File: src/hw/mem_pkg.sv
/* shared widths, address constants, payload typedefs and the channel and
   bus owner enums of the memory subsystem */
package mem_pkg;

    // basic widths
    localparam int ADDR_W = 32;
    localparam int WORD_W = 32;
    localparam int BYTE_W = 8;
    localparam int LEN_W  = 3;
    localparam int IDX_W  = 2;

    // byte address, only 17:0 reach the memory
    typedef logic [ADDR_W-1:0] addr_t;

    // instruction or data word
    typedef logic [WORD_W-1:0] word_t;

    // one byte of the external bus
    typedef logic [BYTE_W-1:0] byte_t;

    // access length in bytes, 1, 2 or 4
    typedef logic [LEN_W-1:0] len_t;

    // byte position inside one transaction
    typedef logic [IDX_W-1:0] byte_idx_t;

    // I/O space is marked by address bits 17:16
    localparam int IO_SEL_HI = 17;
    localparam int IO_SEL_LO = 16;
    localparam logic [1:0] IO_SEL = 2'd3;

    // every fetch reads a whole instruction
    localparam len_t FETCH_LEN = 3'd4;

    // per channel FSM
    typedef enum logic [1:0] {
        CH_IDLE,
        CH_ISSUE,
        CH_DRAIN
    } chan_state_t;

    // who holds the memory bus
    typedef enum logic [1:0] {
        OWN_NONE,
        OWN_FETCH,
        OWN_DATA
    } owner_t;

endpackage
File: src/hw/mem_subsys.sv
/* mem_subsys: fetch channel, data channel and bus arbiter on the byte-wide
   memory bus */
`timescale 1ns/1ps

module mem_subsys (
    input  logic            clk_in,
    input  logic            rst_n,
    input  logic            rdy_in,
    // instruction fetch port
    input  logic            fetch_en,
    input  mem_pkg::addr_t  fetch_addr,
    output logic            fetch_wait,
    output logic            fetch_done,
    output mem_pkg::word_t  fetch_inst,
    // load and store port
    input  logic            data_en,
    input  logic            data_wr,
    input  mem_pkg::len_t   data_len,
    input  mem_pkg::addr_t  data_addr,
    input  mem_pkg::word_t  data_wdata,
    output logic            data_wait,
    output logic            data_done,
    output mem_pkg::word_t  data_rdata,
    input  logic            io_buffer_full,
    // external memory bus
    input  mem_pkg::byte_t  mem_din,
    output mem_pkg::byte_t  mem_dout,
    output mem_pkg::addr_t  mem_a,
    output logic            mem_wr
);

    logic           f_req;
    logic           f_last;
    mem_pkg::addr_t f_addr;
    logic           f_gnt;
    logic           f_rvalid;
    logic           d_req;
    logic           d_wr;
    logic           d_last;
    mem_pkg::addr_t d_addr;
    mem_pkg::byte_t d_wdata;
    logic           d_gnt;
    logic           d_rvalid;
    mem_pkg::byte_t rdata;

    fetch_channel u_fetch (
        .clk_in   (clk_in),
        .rst_n    (rst_n),
        .rdy_in   (rdy_in),
        .en       (fetch_en),
        .addr     (fetch_addr),
        .busy     (fetch_wait),
        .done     (fetch_done),
        .inst     (fetch_inst),
        .req      (f_req),
        .last     (f_last),
        .req_addr (f_addr),
        .gnt      (f_gnt),
        .rvalid   (f_rvalid),
        .rdata    (rdata)
    );

    data_channel u_data (
        .clk_in         (clk_in),
        .rst_n          (rst_n),
        .rdy_in         (rdy_in),
        .en             (data_en),
        .wr             (data_wr),
        .len            (data_len),
        .addr           (data_addr),
        .wdata          (data_wdata),
        .io_buffer_full (io_buffer_full),
        .busy           (data_wait),
        .done           (data_done),
        .rdata_word     (data_rdata),
        .req            (d_req),
        .req_wr         (d_wr),
        .last           (d_last),
        .req_addr       (d_addr),
        .req_wdata      (d_wdata),
        .gnt            (d_gnt),
        .rvalid         (d_rvalid),
        .rdata          (rdata)
    );

    bus_arbiter u_arb (
        .clk_in   (clk_in),
        .rst_n    (rst_n),
        .rdy_in   (rdy_in),
        .f_req    (f_req),
        .f_last   (f_last),
        .f_addr   (f_addr),
        .f_gnt    (f_gnt),
        .f_rvalid (f_rvalid),
        .d_req    (d_req),
        .d_wr     (d_wr),
        .d_last   (d_last),
        .d_addr   (d_addr),
        .d_wdata  (d_wdata),
        .d_gnt    (d_gnt),
        .d_rvalid (d_rvalid),
        .rdata    (rdata),
        .mem_din  (mem_din),
        .mem_a    (mem_a),
        .mem_dout (mem_dout),
        .mem_wr   (mem_wr)
    );

endmodule

File: src/hw/bus_arbiter.sv
/* bus_arbiter: per-transaction lock of the byte memory bus, data channel
   priority, read return routing */
`timescale 1ns/1ps

module bus_arbiter (
    input  logic            clk_in,
    input  logic            rst_n,
    input  logic            rdy_in,
    input  logic            f_req,
    input  logic            f_last,
    input  mem_pkg::addr_t  f_addr,
    output logic            f_gnt,
    output logic            f_rvalid,
    input  logic            d_req,
    input  logic            d_wr,
    input  logic            d_last,
    input  mem_pkg::addr_t  d_addr,
    input  mem_pkg::byte_t  d_wdata,
    output logic            d_gnt,
    output logic            d_rvalid,
    output mem_pkg::byte_t  rdata,
    input  mem_pkg::byte_t  mem_din,
    output mem_pkg::addr_t  mem_a,
    output mem_pkg::byte_t  mem_dout,
    output logic            mem_wr
);

    mem_pkg::owner_t owner;
    mem_pkg::owner_t rd_tag;
    mem_pkg::addr_t  hold_a;

    // no grant in a frozen cycle, so nothing reaches memory then
    assign d_gnt = rdy_in && d_req &&
                   ((owner == mem_pkg::OWN_DATA) || (owner == mem_pkg::OWN_NONE));
    assign f_gnt = rdy_in && f_req &&
                   ((owner == mem_pkg::OWN_FETCH) || ((owner == mem_pkg::OWN_NONE) && !d_req));

    // idle bus keeps the last address, so a pending read byte stays on mem_din
    assign mem_a    = d_gnt ? d_addr : (f_gnt ? f_addr : hold_a);
    assign mem_dout = d_gnt ? d_wdata : '0;
    assign mem_wr   = d_gnt && d_wr;

    // memory answers one cycle after the read
    assign rdata    = mem_din;
    assign f_rvalid = (rd_tag == mem_pkg::OWN_FETCH);
    assign d_rvalid = (rd_tag == mem_pkg::OWN_DATA);

    always_ff @(posedge clk_in or negedge rst_n) begin
        if (!rst_n) begin
            owner  <= mem_pkg::OWN_NONE;
            rd_tag <= mem_pkg::OWN_NONE;
            hold_a <= '0;
        end else if (rdy_in) begin
            // lock held until the last byte goes out
            if (d_gnt) begin
                owner  <= d_last ? mem_pkg::OWN_NONE : mem_pkg::OWN_DATA;
                hold_a <= d_addr;
            end else if (f_gnt) begin
                owner  <= f_last ? mem_pkg::OWN_NONE : mem_pkg::OWN_FETCH;
                hold_a <= f_addr;
            end

            if (d_gnt && !d_wr) begin
                rd_tag <= mem_pkg::OWN_DATA;
            end else if (f_gnt) begin
                rd_tag <= mem_pkg::OWN_FETCH;
            end else begin
                rd_tag <= mem_pkg::OWN_NONE;
            end
        end
    end

endmodule

File: src/hw/data_channel.sv
/* data_channel: one outstanding load or store of 1, 2 or 4 bytes, with
   the I/O write stall on a full UART buffer */
`timescale 1ns/1ps

module data_channel (
    input  logic            clk_in,
    input  logic            rst_n,
    input  logic            rdy_in,
    input  logic            en,
    input  logic            wr,
    input  mem_pkg::len_t   len,
    input  mem_pkg::addr_t  addr,
    input  mem_pkg::word_t  wdata,
    input  logic            io_buffer_full,
    output logic            busy,
    output logic            done,
    output mem_pkg::word_t  rdata_word,
    output logic            req,
    output logic            req_wr,
    output logic            last,
    output mem_pkg::addr_t  req_addr,
    output mem_pkg::byte_t  req_wdata,
    input  logic            gnt,
    input  logic            rvalid,
    input  mem_pkg::byte_t  rdata
);

    mem_pkg::chan_state_t state;
    mem_pkg::byte_idx_t   issue_idx;
    mem_pkg::byte_idx_t   rcv_idx;
    logic                 wr_q;
    mem_pkg::len_t        len_q;
    mem_pkg::addr_t       base;
    mem_pkg::word_t       wdata_q;
    mem_pkg::word_t       load_buf;
    mem_pkg::word_t       merged;
    logic                 accept;
    logic                 io_stall;

    assign accept = rdy_in && en && (state == mem_pkg::CH_IDLE);
    assign busy   = (state != mem_pkg::CH_IDLE);

    assign req_addr  = base + mem_pkg::addr_t'(issue_idx);
    assign req_wdata = wdata_q[issue_idx*8 +: 8];
    assign req_wr    = wr_q;
    assign last      = ({1'b0, issue_idx} == len_q - 3'd1);

    // UART output cannot take a byte while its buffer is full
    assign io_stall = wr_q && io_buffer_full &&
                      (req_addr[mem_pkg::IO_SEL_HI:mem_pkg::IO_SEL_LO] == mem_pkg::IO_SEL);
    assign req = (state == mem_pkg::CH_ISSUE) && !io_stall;

    // a store is complete after its last write, a load on its last byte
    assign done = rdy_in && (state == mem_pkg::CH_DRAIN) && (wr_q || rvalid);

    // last load byte is merged straight from the bus in the done cycle
    always_comb begin
        merged = load_buf;
        if (rvalid) begin
            merged[rcv_idx*8 +: 8] = rdata;
        end
    end

    assign rdata_word = wr_q ? '0 : merged;

    always_ff @(posedge clk_in or negedge rst_n) begin
        if (!rst_n) begin
            state     <= mem_pkg::CH_IDLE;
            issue_idx <= '0;
            rcv_idx   <= '0;
        end else if (rdy_in) begin
            case (state)
                mem_pkg::CH_IDLE: begin
                    if (en) begin
                        state     <= mem_pkg::CH_ISSUE;
                        issue_idx <= '0;
                        rcv_idx   <= '0;
                    end
                end
                mem_pkg::CH_ISSUE: begin
                    if (gnt) begin
                        issue_idx <= issue_idx + 2'd1;
                        if (last) begin
                            state <= mem_pkg::CH_DRAIN;
                        end
                    end
                end
                mem_pkg::CH_DRAIN: begin
                    if (wr_q || rvalid) begin
                        state <= mem_pkg::CH_IDLE;
                    end
                end
                default: state <= mem_pkg::CH_IDLE;
            endcase
            if (rvalid) begin
                rcv_idx <= rcv_idx + 2'd1;
            end
        end
    end

    // request fields, and the load word cleared so unused bytes read as zero
    always_ff @(posedge clk_in) begin
        if (accept) begin
            wr_q     <= wr;
            len_q    <= len;
            base     <= addr;
            wdata_q  <= wdata;
            load_buf <= '0;
        end else if (rdy_in && rvalid) begin
            load_buf[rcv_idx*8 +: 8] <= rdata;
        end
    end

endmodule

File: src/hw/fetch_channel.sv
/* fetch_channel: one outstanding instruction fetch, four byte reads
   assembled into a little-endian word */
`timescale 1ns/1ps

module fetch_channel (
    input  logic            clk_in,
    input  logic            rst_n,
    input  logic            rdy_in,
    input  logic            en,
    input  mem_pkg::addr_t  addr,
    output logic            busy,
    output logic            done,
    output mem_pkg::word_t  inst,
    output logic            req,
    output logic            last,
    output mem_pkg::addr_t  req_addr,
    input  logic            gnt,
    input  logic            rvalid,
    input  mem_pkg::byte_t  rdata
);

    mem_pkg::chan_state_t state;
    mem_pkg::byte_idx_t   issue_idx;
    mem_pkg::byte_idx_t   rcv_idx;
    mem_pkg::addr_t       base;
    logic [23:0]          low_bytes;
    logic                 accept;

    assign accept = rdy_in && en && (state == mem_pkg::CH_IDLE);
    assign busy   = (state != mem_pkg::CH_IDLE);

    // one byte read per granted cycle, ascending addresses
    assign req      = (state == mem_pkg::CH_ISSUE);
    assign req_addr = base + mem_pkg::addr_t'(issue_idx);
    assign last     = ({1'b0, issue_idx} == mem_pkg::FETCH_LEN - 3'd1);

    // byte 3 is the only read still in flight once in CH_DRAIN
    assign done = rdy_in && rvalid && (state == mem_pkg::CH_DRAIN);
    assign inst = {rdata, low_bytes};

    always_ff @(posedge clk_in or negedge rst_n) begin
        if (!rst_n) begin
            state     <= mem_pkg::CH_IDLE;
            issue_idx <= '0;
            rcv_idx   <= '0;
        end else if (rdy_in) begin
            case (state)
                mem_pkg::CH_IDLE: begin
                    if (en) begin
                        state     <= mem_pkg::CH_ISSUE;
                        issue_idx <= '0;
                        rcv_idx   <= '0;
                    end
                end
                mem_pkg::CH_ISSUE: begin
                    if (gnt) begin
                        issue_idx <= issue_idx + 2'd1;
                        if (last) begin
                            state <= mem_pkg::CH_DRAIN;
                        end
                    end
                end
                mem_pkg::CH_DRAIN: begin
                    if (rvalid) begin
                        state <= mem_pkg::CH_IDLE;
                    end
                end
                default: state <= mem_pkg::CH_IDLE;
            endcase
            // returned bytes arrive in issue order
            if (rvalid) begin
                rcv_idx <= rcv_idx + 2'd1;
            end
        end
    end

    // request address and the first three returned bytes
    always_ff @(posedge clk_in) begin
        if (accept) begin
            base <= addr;
        end
        if (rdy_in && rvalid && (state == mem_pkg::CH_ISSUE)) begin
            low_bytes[rcv_idx*8 +: 8] <= rdata;
        end
    end

endmodule

File: config.mk
export PLATFORM = sky130hd
export DESIGN_NAME = mem_subsys
export DESIGN_NICKNAME = d
export VERILOG_FILES = /design/src/hw/mem_pkg.sv /design/src/hw/mem_subsys.sv /design/src/hw/bus_arbiter.sv /design/src/hw/data_channel.sv /design/src/hw/fetch_channel.sv
export SDC_FILE = /design/constraint.sdc
export NUM_CORES = 1
export LEC_CHECK = 0
export BUFFER_PORTS_ARGS = -buffer_cell sky130_fd_sc_hd__buf_2
export CAP_MARGIN = 20
export CELL_PAD_IN_SITES_DETAIL_PLACEMENT = 0
export CELL_PAD_IN_SITES_GLOBAL_PLACEMENT = 2
export CORE_UTILIZATION = 35
export DETAILED_ROUTE_END_ITERATION = 16
export GPL_TIMING_DRIVEN = 1
export PLACE_DENSITY_LB_ADDON = 0.3
export SETUP_SLACK_MARGIN = 0.05
export SYNTH_ARGS = -nofsm -noshare
export SYNTH_HDL_FRONTEND = slang
export SYNTH_SLANG_ARGS = --single-unit
File: constraint.sdc
create_clock -name clk_in -period 4.1 [get_ports clk_in]
set_input_delay 0.41 -clock clk_in [delete_from_list [all_inputs] [get_ports clk_in]]
set_output_delay 0.41 -clock clk_in [all_outputs]
set_load 0.005 [all_outputs]
### Word level (Yosys, flattened, before mapping)

Cells that the tools add are included.

| word-level totals | value |
|---|---|
| flip-flop bits (word level) | 204 |

| cells by class | value |
|---|---|
| add/sub/neg operators | 9 |
| eq/ne operators | 19 |
| shift operators | 5 |
| mux-type cells | 33 |
| reductions and logical operators | 45 |

Operators with widths:

| kind | number |
|---|---|
| 32-bit two-way mux | 4 |
| 5-bit negator with 34-bit output | 2 |
| 32-bit by 2-bit adder with 32-bit output | 2 |
| 2-bit two-way mux | 20 |
| 8-bit by 34-bit variable shift with 24-bit output (first input constant) | 1 |
| 8-bit by 34-bit variable shift with 32-bit output (first input constant) | 1 |
| 8-bit by 34-bit indexed part select with 24-bit output | 1 |
| 8-bit by 34-bit indexed part select with 32-bit output | 1 |
| 32-bit bitwise mux | 1 |
| 32-bit by 6-bit indexed part select with 8-bit output | 1 |
| 24-bit bitwise mux | 1 |
| 1-bit logical AND | 20 |
| 2-bit nonzero test | 9 |
| 2-bit == test (second input constant) | 6 |
| 2-bit one-hot mux with 3 select lines | 2 |
| 2-bit inequality test (second input constant) | 5 |
| 5-bit AND reduction | 2 |
| 2-bit by 1-bit adder with 2-bit output (second input constant) | 4 |
| 2-bit by 1-bit == test with 1-bit output (second input constant) | 4 |
| 8-bit two-way mux | 1 |
| 2-bit one-hot mux with 2 select lines | 2 |
| 4-bit AND reduction | 2 |
| 2-bit logical NOT | 3 |
| 2-bit by 1-bit inequality test with 1-bit output (second input constant) | 3 |
| 7 further kinds | 13 |

### Longest topological paths before layout

Gate-level depths: netlist of the first run.

| depth | value |
|---|---|
| depth after elaboration | 11 |
| gate-level depth with buffers | 11 |

### Modules after synthesis

From an unflattened synthesis of the first run, not the netlist that was laid out.

| unflattened totals | value |
|---|---|
| cell total of the unflattened synthesis | 940 |
| area, all modules | 10122.2 um^2 |

By module, submodules not included:

| module | times used | cells an instance | area each (um^2) | seq. area each (um^2) |
|---|---|---|---|---|
| data_channel | 1 | 492 | 5141.2 | 2832.7 |
| fetch_channel | 1 | 231 | 3017.9 | 1831.8 |
| bus_arbiter | 1 | 217 | 1963.1 | 900.9 |

### Worst setup path before layout of the first run

No wires, ideal clock.

| timing | value |
|---|---|
| kind | flip-flop to output port |
| from | register u_data.issue_idx[1] |
| to | output mem_a[21] |
| data arrival time | 3.084 ns |
| setup slack | 0.606 ns |
| stages on the path, launching flop included | 12 |
| path through | dfrtp_1 clkbuf_1 inv_1 fa_1 nand3b_1 nor4_1 mux2i_1 nand2b_1 clkbuf_1 buf_1 nand4_1 o221ai_1 |

| on the way | value |
|---|---|
| longest elaborated chain between the ends | 11 |

RTL lines:

| item | RTL line | source |
|---|---|---|
| from (decl) | data_channel.sv:29 | `mem_pkg::byte_idx_t issue_idx;` |
| from (signal assigned) | data_channel.sv:82 | `issue_idx <= issue_idx + 2'd1;` |
| 32-bit by 2-bit adder with 32-bit output * | data_channel.sv:43 | `assign req_addr = base + mem_pkg::addr_t'(issue_idx);` |
| 2-bit == test | data_channel.sv:50 | `(req_addr[mem_pkg::IO_SEL_HI:mem_pkg::IO_SEL_LO] == mem_pkg::IO_SEL);` |
| 1-bit logical AND | data_channel.sv:49 | `assign io_stall = wr_q && io_buffer_full &&` |
| 1-bit logical NOT | data_channel.sv:51 | `assign req = (state == mem_pkg::CH_ISSUE) && !io_stall;` |
| 1-bit logical AND | data_channel.sv:51 |  |
| 1-bit logical NOT | bus_arbiter.sv:36 | `((owner == mem_pkg::OWN_FETCH) \|\| ((owner == mem_pkg::OWN_NONE) && !d_req));` |
| 1-bit logical AND | bus_arbiter.sv:36 |  |
| 1-bit logical OR | bus_arbiter.sv:36 |  |
| 1-bit logical AND | bus_arbiter.sv:35 | `assign f_gnt = rdy_in && f_req &&` |
| 32-bit two-way mux | bus_arbiter.sv:39 | `assign mem_a = d_gnt ? d_addr : (f_gnt ? f_addr : hold_a);` |
| 32-bit two-way mux * | bus_arbiter.sv:39 |  |
| to (decl) | mem_subsys.sv:28 | `output mem_pkg::addr_t mem_a,` |

Mark *: on every way between the ends. The rest lies on a longest branch, timed or not.

### Worst setup path in the final report of the first run

| timing | value |
|---|---|
| from | register u_data.issue_idx[0] |
| to | output mem_a[2] |

Same word-level chain as after synthesis.

==> results of run 1 <==
logic make-up after synthesis:
| family | after synthesis |
|---|---|
| flip-flops | 204 |
| AND/OR/NAND/NOR | 314 |
| AO/OA/AOI/OAI | 167 |
| buffers and inverters | 78 |
| multiplexers | 10 |
| XOR/XNOR | 62 |
| adder cells (fa/ha/maj) | 17 |
area by class of cell:
cell class / instances / area (um2) / share of cell area [%]
clock inverter: 12 / 71.3 / 0.585
sequential: 204 / 5570 / 45.7
antenna: 4 / 10.0 / 0.0821
timing repair buffer: 250 / 1370 / 11.2
inverter: 25 / 95.1 / 0.780
clock buffer: 31 / 682 / 5.60
multi-input combinational: 572 / 3930 / 32.2
tap: 372 / 465 / 3.82
power groups by stage:
| stage | Combinational, mW | Clock, mW | Sequential (mW) |
|---|---|---|---|
| after floorplan | 1.40 | 0 | 2.77 |
| after global placement | 2.18 | 0 | 2.82 |
| after detailed placement | 2.19 | 0 | 2.83 |
| after CTS | 2.23 | 2.09 | 2.79 |
| after global routing | 2.47 | 2.16 | 2.84 |
| final | 2.22 | 2.04 | 2.79 |
sequential cells by signal (all words and copies together) (netlist names):
signal and cells:
u_fetch.rcv_idx 2, u_data.base 32, u_fetch.issue_idx 2, u_arb.owner 2, u_data.state 2, u_data.len_q 3
u_data.rcv_idx 2, u_fetch.low_bytes 24, u_data.load_buf 32, u_data.wdata_q 32, u_fetch.state 2, u_data.req_wr 1
u_arb.rd_tag 2, u_fetch.base 32, u_data.issue_idx 2, u_arb.hold_a 32
routing by layer:
| metal | wire, um | share of wire, % | global-route usage (%) |
|---|---|---|---|
| met5 | 34 | 0.12 | 0 |
| met1 | 13400 | 45 | 28.6 |
| met2 | 13200 | 45 | 31.1 |
| met4 | 574 | 1.9 | 4.78 |
| met3 | 2340 | 7.9 | 5.19 |
path summary, 6_finish.rpt:
kind	slack, ns	start	to
worst max-delay path	0.27	u_data.issue_idx[0]	mem_a[2]
worst min-delay path	0.02	rst_n	u_arb.hold_a[25]
worst max register to register	0.78	u_data.base[8]	u_arb.hold_a[28]
worst min register to register	0.50	u_data.load_buf[7]	u_data.load_buf[7]
max in group asynchronous	3.58	rst_n	u_data.issue_idx[1]
min in group clk_in	0.06	fetch_addr[5]	u_fetch.base[5]
metrics by stage:
step           worst slack (ns)  instances  utilization (%)  hold slack, ns  cell area, um2
6_report                  0.267       1470             44.8          0.0198           12200
4_1_cts                  0.0747       1461             44.5          0.0236           12100
5_1_grt                  0.0935       1466             44.8          0.0312           12200
3_5_place_dp              0.144       1414             41.6           0.483           11300
3_3_place_gp              0.208       1414             41.6           0.479           11300
2_1_floorplan             0.606        852                -           0.114            9760
cell usage after synthesis (5+ instances only):
| cell | count | area, um2 |
|---|---|---|
| xor2_1 | 33 | 289 |
| nand4_1 | 38 | 238 |
| and4_1 | 5 | 43.8 |
| xnor2_1 | 29 | 254 |
| buf_2 | 7 | 35.0 |
| nand3_1 | 27 | 135 |
| ha_1 | 15 | 188 |
| o21ai_0 | 11 | 55.1 |
| mux4_2 | 8 | 180 |
| inv_1 | 24 | 90.1 |
| a22oi_1 | 65 | 488 |
| o211ai_1 | 7 | 52.6 |
| o221ai_1 | 57 | 499 |
| nor3b_1 | 5 | 37.5 |
| clkbuf_1 | 34 | 128 |
| and3_1 | 18 | 113 |
| nor3_1 | 10 | 50.1 |
| buf_4 | 8 | 60.1 |
| nor2_1 | 97 | 364 |
| dfrtp_1 | 48 | 1200 |
| nor4_1 | 6 | 37.5 |
| a31oi_1 | 5 | 31.3 |
| dfxtp_1 | 32 | 641 |
| edfxtp_1 | 124 | 3720 |
| and2_1 | 33 | 206 |
| nand2_1 | 51 | 191 |
repair_timing:
item / 4_1_cts / 5_1_grt
gates resized for setup: 4 / 7
cloned: 2 / 0
setup buffers: 2 / 4
endpoints found under the setup margin: 30 / 32
pin swaps: 2 / 4
worst register-to-register path: stages, from the launching register on:
cell	delay, ns
edfxtp_1	0.42
nand4_1	0.34
or3_1	0.55
o21ai_0	0.42
a21boi_4	0.16
buf_4	0.17
o21ai_2	0.83
o221ai_1	0.25
==> impl_metrics.yaml, run 1 <==
global_routing:
  first_global_vias: 7608
  grt_pass1_wl_um: 44400
  antenna_found_initial: 7
  gr-total-overflow: 0
  grtUsageTotal_pct: 20.3
  grt_max_degree: 65
detailed_routing:
  vias_per_cell: 5.31
  via_count: 7812
  ant_nets: 0
  drtPass1Iterations: 6
  wl_um: 29500
  wl_per_cell_um: 20.1
  drt_iter0_markers: 644
  drc: 0
layout:
  area_delta_synth_final_pct: 24.9
  final_common_cell: "buf_2"
  layout_common_cells: "buf_2 (222), edfxtp_1 (124), nor2_1 (96)"
  fill_cells: 2643
  layout-drive-gt1-share_pct: 29.0
  nNetsFinal: 1208
clocking:
  hold_buffers: 0
  htree_num_levels: 1
  clk_latency_ns: 0.53
  clockRootBuffer: "clkbuf_16"
  path_clk_slew_ns: 0.06
  cts_tree: "built"
  clock_path_buffers: 3
  cts_buffers: 24
  cts.sinks: 204
timing:
  maxSlewHeadroom_pct: 28.4
  fin_crit_sh_pct: 93.5
  period_minus_slack_ns: 3.83
  tightest_slew_ns: 1.07
  finalSetupViolCount: 0
  clock.fmax_mhz: 261
  hold_viol: 0
  finalSetupTns_ns: 0
  rsz0062_at_grt: "false"
  maxSlewViolCount: 0
  fin_skew_ns: 0.0161
die:
  rows: 60
  boundaryPins: 223
  die_y_um: 169
  core_region_area_um2: 27200
  die_w_um: 169
  initial_core_util_pct: 35.9
  die_area_um2: 28500
pwr:
  pwr-share-comb_pct: 31.5
  switching_power_mw: 2.35
  sequentialPowerShare_pct: 39.6
  p_per_area_nw_per_um2: 579
  p_clk_share_pct: 28.9
  power.share.switching_pct: 33.3
  peakVddDrop_mv: 0.337
  p_leak_nw: 4.79
  power_mw: 7.05
  p_int_mw: 4.70
worst_setup_path:
  max_stage_delay_ns: 0.39
  worstPathCellList: "ha_2 -> inv_1 -> fa_2 -> nand3b_1 -> nor4_2 -> buf_4 -> mux2i_4 -> a21boi_4 -> buf_6 -> o211ai_1 -> a31oi_1 -> buf_2"
  path_buf_inv: 4
  required_ns: 3.69
  slowest_stage: "fa_2"
  crit_cells: 12
  crit_path_end_kind: "output pin"
  worstRegToRegCells: 7
  crit_type: "flip-flop to output pin"
  arrival_ns: 3.42
  critical-path-top-delay-family: "compound AO/OA/AOI/OAI gates"
  critPathLaunchType: "flip-flop"
  crit_fanout: 7
logic_synthesis:
  syn_avg_cell_area_um2: 11.5
  yosys.cell_types.count: 58
  synth_top_flop_cell: "edfxtp_1"
  ys_seq_elements: 204
  synth_compound_area_share_pct: 13.3
  synthXorXnorAreaFrac_pct: 5.57
  ys_seq_area_share_pct: 57.0
  syn_inst: 852
  synthArstFlopShare_pct: 23.5
  synth-adder-area-share_pct: 2.33
  synth_fp_nets: 983
  synth_edf_count: 124
  yosys.area_share.simple_pct: 16.3
  synthMuxAreaShare_pct: 2.06
  ys_warn_count: 0
  synth_top_family_by_area: "simple AND/OR/NAND/NOR gates"
  synth_area_um2: 9760
placement:
  gp_congestion: 0.802
  place.port_buffers: 222
  dp.final_hpwl_um: 20500
min_path:
  hp-class: "primary input to async pin"
job:
  max_cap_viol_count: 0
status:
  status: "complete, no violations"
(Power assumes the default switching activity.)
==> run 2, diff against run 1 <==
- HOLD_SLACK_MARGIN: default -> 0.15
==> run 2 against run 1 <==
- register-to-register slack worse by 0.03 ns
- total power grew 1.2%
- die area is the same
- largest cell class unchanged
- count of clock-buffer cells in the layout stayed put
- core utilization is 3.6 points higher
- design area is 8.0% higher
- critical path type unchanged
- routed wire length is 2.4% higher
- first-iteration DRC count down 3.9%
- critical path depth is the same
- worst hold slack gained 0.25 ns
- sequential power barely moved
==> impl_metrics.yaml, run 2 (synthesis results as in run 1) <==
status:
  status: "complete, no violations"
timing:
  rsz0062_at_grt: "false"
  fin_crit_sh_pct: 95.3
  tightest_slew_ns: 1.11
  period_minus_slack_ns: 3.91
  fin_skew_ns: 0.0164
  finalSetupViolCount: 0
  finalSetupTns_ns: 0
  hold_viol: 0
  maxSlewHeadroom_pct: 26.1
  clock.fmax_mhz: 256
  maxSlewViolCount: 0
placement:
  dp.final_hpwl_um: 20500
  gp_congestion: 0.802
  dp_cells: 1414
  place.port_buffers: 222
  place_area_um2: 11300
global_routing:
  gr-total-overflow: 0
  grt_pass1_wl_um: 46000
  antenna_found_initial: 0
  grtUsageTotal_pct: 20.9
  first_global_vias: 8030
  grt_max_degree: 65
detailed_routing:
  drt_iter0_markers: 619
  drtPass1Iterations: 5
  wl_um: 30200
  wl_per_cell_um: 19.3
  drc: 0
  dr_wl_met3_um: 1790
  via_count: 8184
  routed.top_layer: "met4"
  met1_length_um: 14300
  dr_wl_met2_um: 13600
  vias_per_cell: 5.23
  ant_nets: 0
layout:
  area_delta_synth_final_pct: 35.0
  fin_area_um2: 13200
  fill_cells: 2587
  layout-drive-gt1-share_pct: 26.3
  stdcell_count: 1566
  final_common_cell: "buf_2"
  layout_common_cells: "buf_2 (222), edfxtp_1 (124), dlygate4sd3_1 (101)"
  antenna_cells: 0
  nNetsFinal: 1308
pwr:
  p_leak_nw: 5.21
  p_int_mw: 4.76
  sequentialPowerShare_pct: 39.1
  power_mw: 7.13
  peakVddDrop_mv: 0.349
  switching_power_mw: 2.37
  pwr-share-comb_pct: 32.2
  power.share.switching_pct: 33.3
  p_per_area_nw_per_um2: 542
  p_clk_share_pct: 28.7
clocking:
  cts.sinks: 204
  clk_latency_ns: 0.53
  clockRootBuffer: "clkbuf_16"
  clock_path_buffers: 3
  path_clk_slew_ns: 0.06
  cts_buffers: 24
  cts_tree: "built"
  htree_num_levels: 1
worst_setup_path:
  crit_path_end_kind: "output pin"
  required_ns: 3.69
  worstPathCellList: "ha_2 -> inv_1 -> fa_1 -> nand3b_1 -> nor4_2 -> buf_4 -> mux2i_4 -> a21boi_4 -> buf_6 -> o211ai_1 -> a31oi_1 -> buf_2"
  crit_fanout: 8
  max_stage_delay_ns: 0.46
  critical-path-top-delay-family: "compound AO/OA/AOI/OAI gates"
  slowest_stage: "fa_1"
  arrival_ns: 3.50
  crit_type: "flip-flop to output pin"
  path_buf_inv: 4
  critPathLaunchType: "flip-flop"
die:
  die_w_um: 169
  initial_core_util_pct: 35.9
  die_area_um2: 28500
  die_y_um: 169
  rows: 60
  boundaryPins: 223
  core_region_area_um2: 27200
min_path:
  hp-class: "primary input to flip-flop"
job:
  max_cap_viol_count: 0
==> run 2: cell types whose count changed in the layout (fill, tap and decap cells not counted), sizes merged <==
cell / change
dlygate4sd3: +101
diode: -4
buf: -1
==> run 2: what timing repair did <==
action                                 in CTS  in global routing
buffers inserted                            2                  3
resized for setup                           4                  4
hold buffers                              101                  0
endpoints found under the hold margin     148                  0
pin swaps                                   2                  3
setup endpoints to repair                  30                 32
cloned                                      2                  0
==> run 2: worst paths after layout <==
kind | from | endpoint | slack [ns] | cells past startpoint
min in group asynchronous | rst_n | u_arb.hold_a[25] | 0.56 | 3
max in group asynchronous | rst_n | u_data.issue_idx[1] | 3.05 | 3
max | u_data.issue_idx[0] | mem_a[2] | 0.19 | 12
min | fetch_en | u_fetch.issue_idx[0] | 0.27 | 4
max reg2reg | u_data.issue_idx[0] | u_arb.hold_a[28] | 0.75 | 11
min reg2reg | u_data.load_buf[21] | u_data.load_buf[21] | 0.50 | 2
==> run 2: power by group through the flow <==
stage,sequential (mW),combinational [mW],clock (mW)
2_1_floorplan,2.77,1.40,0
3_3_place_gp,2.82,2.18,0
3_5_place_dp,2.83,2.19,0
4_1_cts,2.79,2.30,2.09
5_1_grt,2.84,2.55,2.17
6_report,2.79,2.30,2.04
==> run 2: cell type report <==
type	count	area, um2	share of cell area, %
sequential	204	5570	42.3
inverter	25	95.1	0.722
multi-input combinational	572	3920	29.7
clock buffer	31	682	5.18
timing repair buffer	350	2370	18.0
tap	372	465	3.54
clock inverter	12	71.3	0.542
==> run 2: through the flow <==
stage	hold WS, ns	setup slack, ns	utilization (%)
3_3_place_gp	0.479	0.208	41.6
6_report	0.268	0.192	48.4
5_1_grt	0.278	0.0448	48.4
2_1_floorplan	0.114	0.606	-
4_1_cts	0.254	0.0747	48.2
3_5_place_dp	0.483	0.144	41.6
==> run 2: metal layers <==
metal / vias up / track usage (%)
met4: 0 / 4.55
met5: - / 0
met1: 3991 / 29.9
met3: 40 / 3.72
li1: 3879 / -
met2: 274 / 32.9
==> run 2: worst min-delay path, stage by stage <==
cell       delay, ns
buf_2           0.10
inv_1           0.04
o2111ai_1       0.11
o211ai_1        0.10
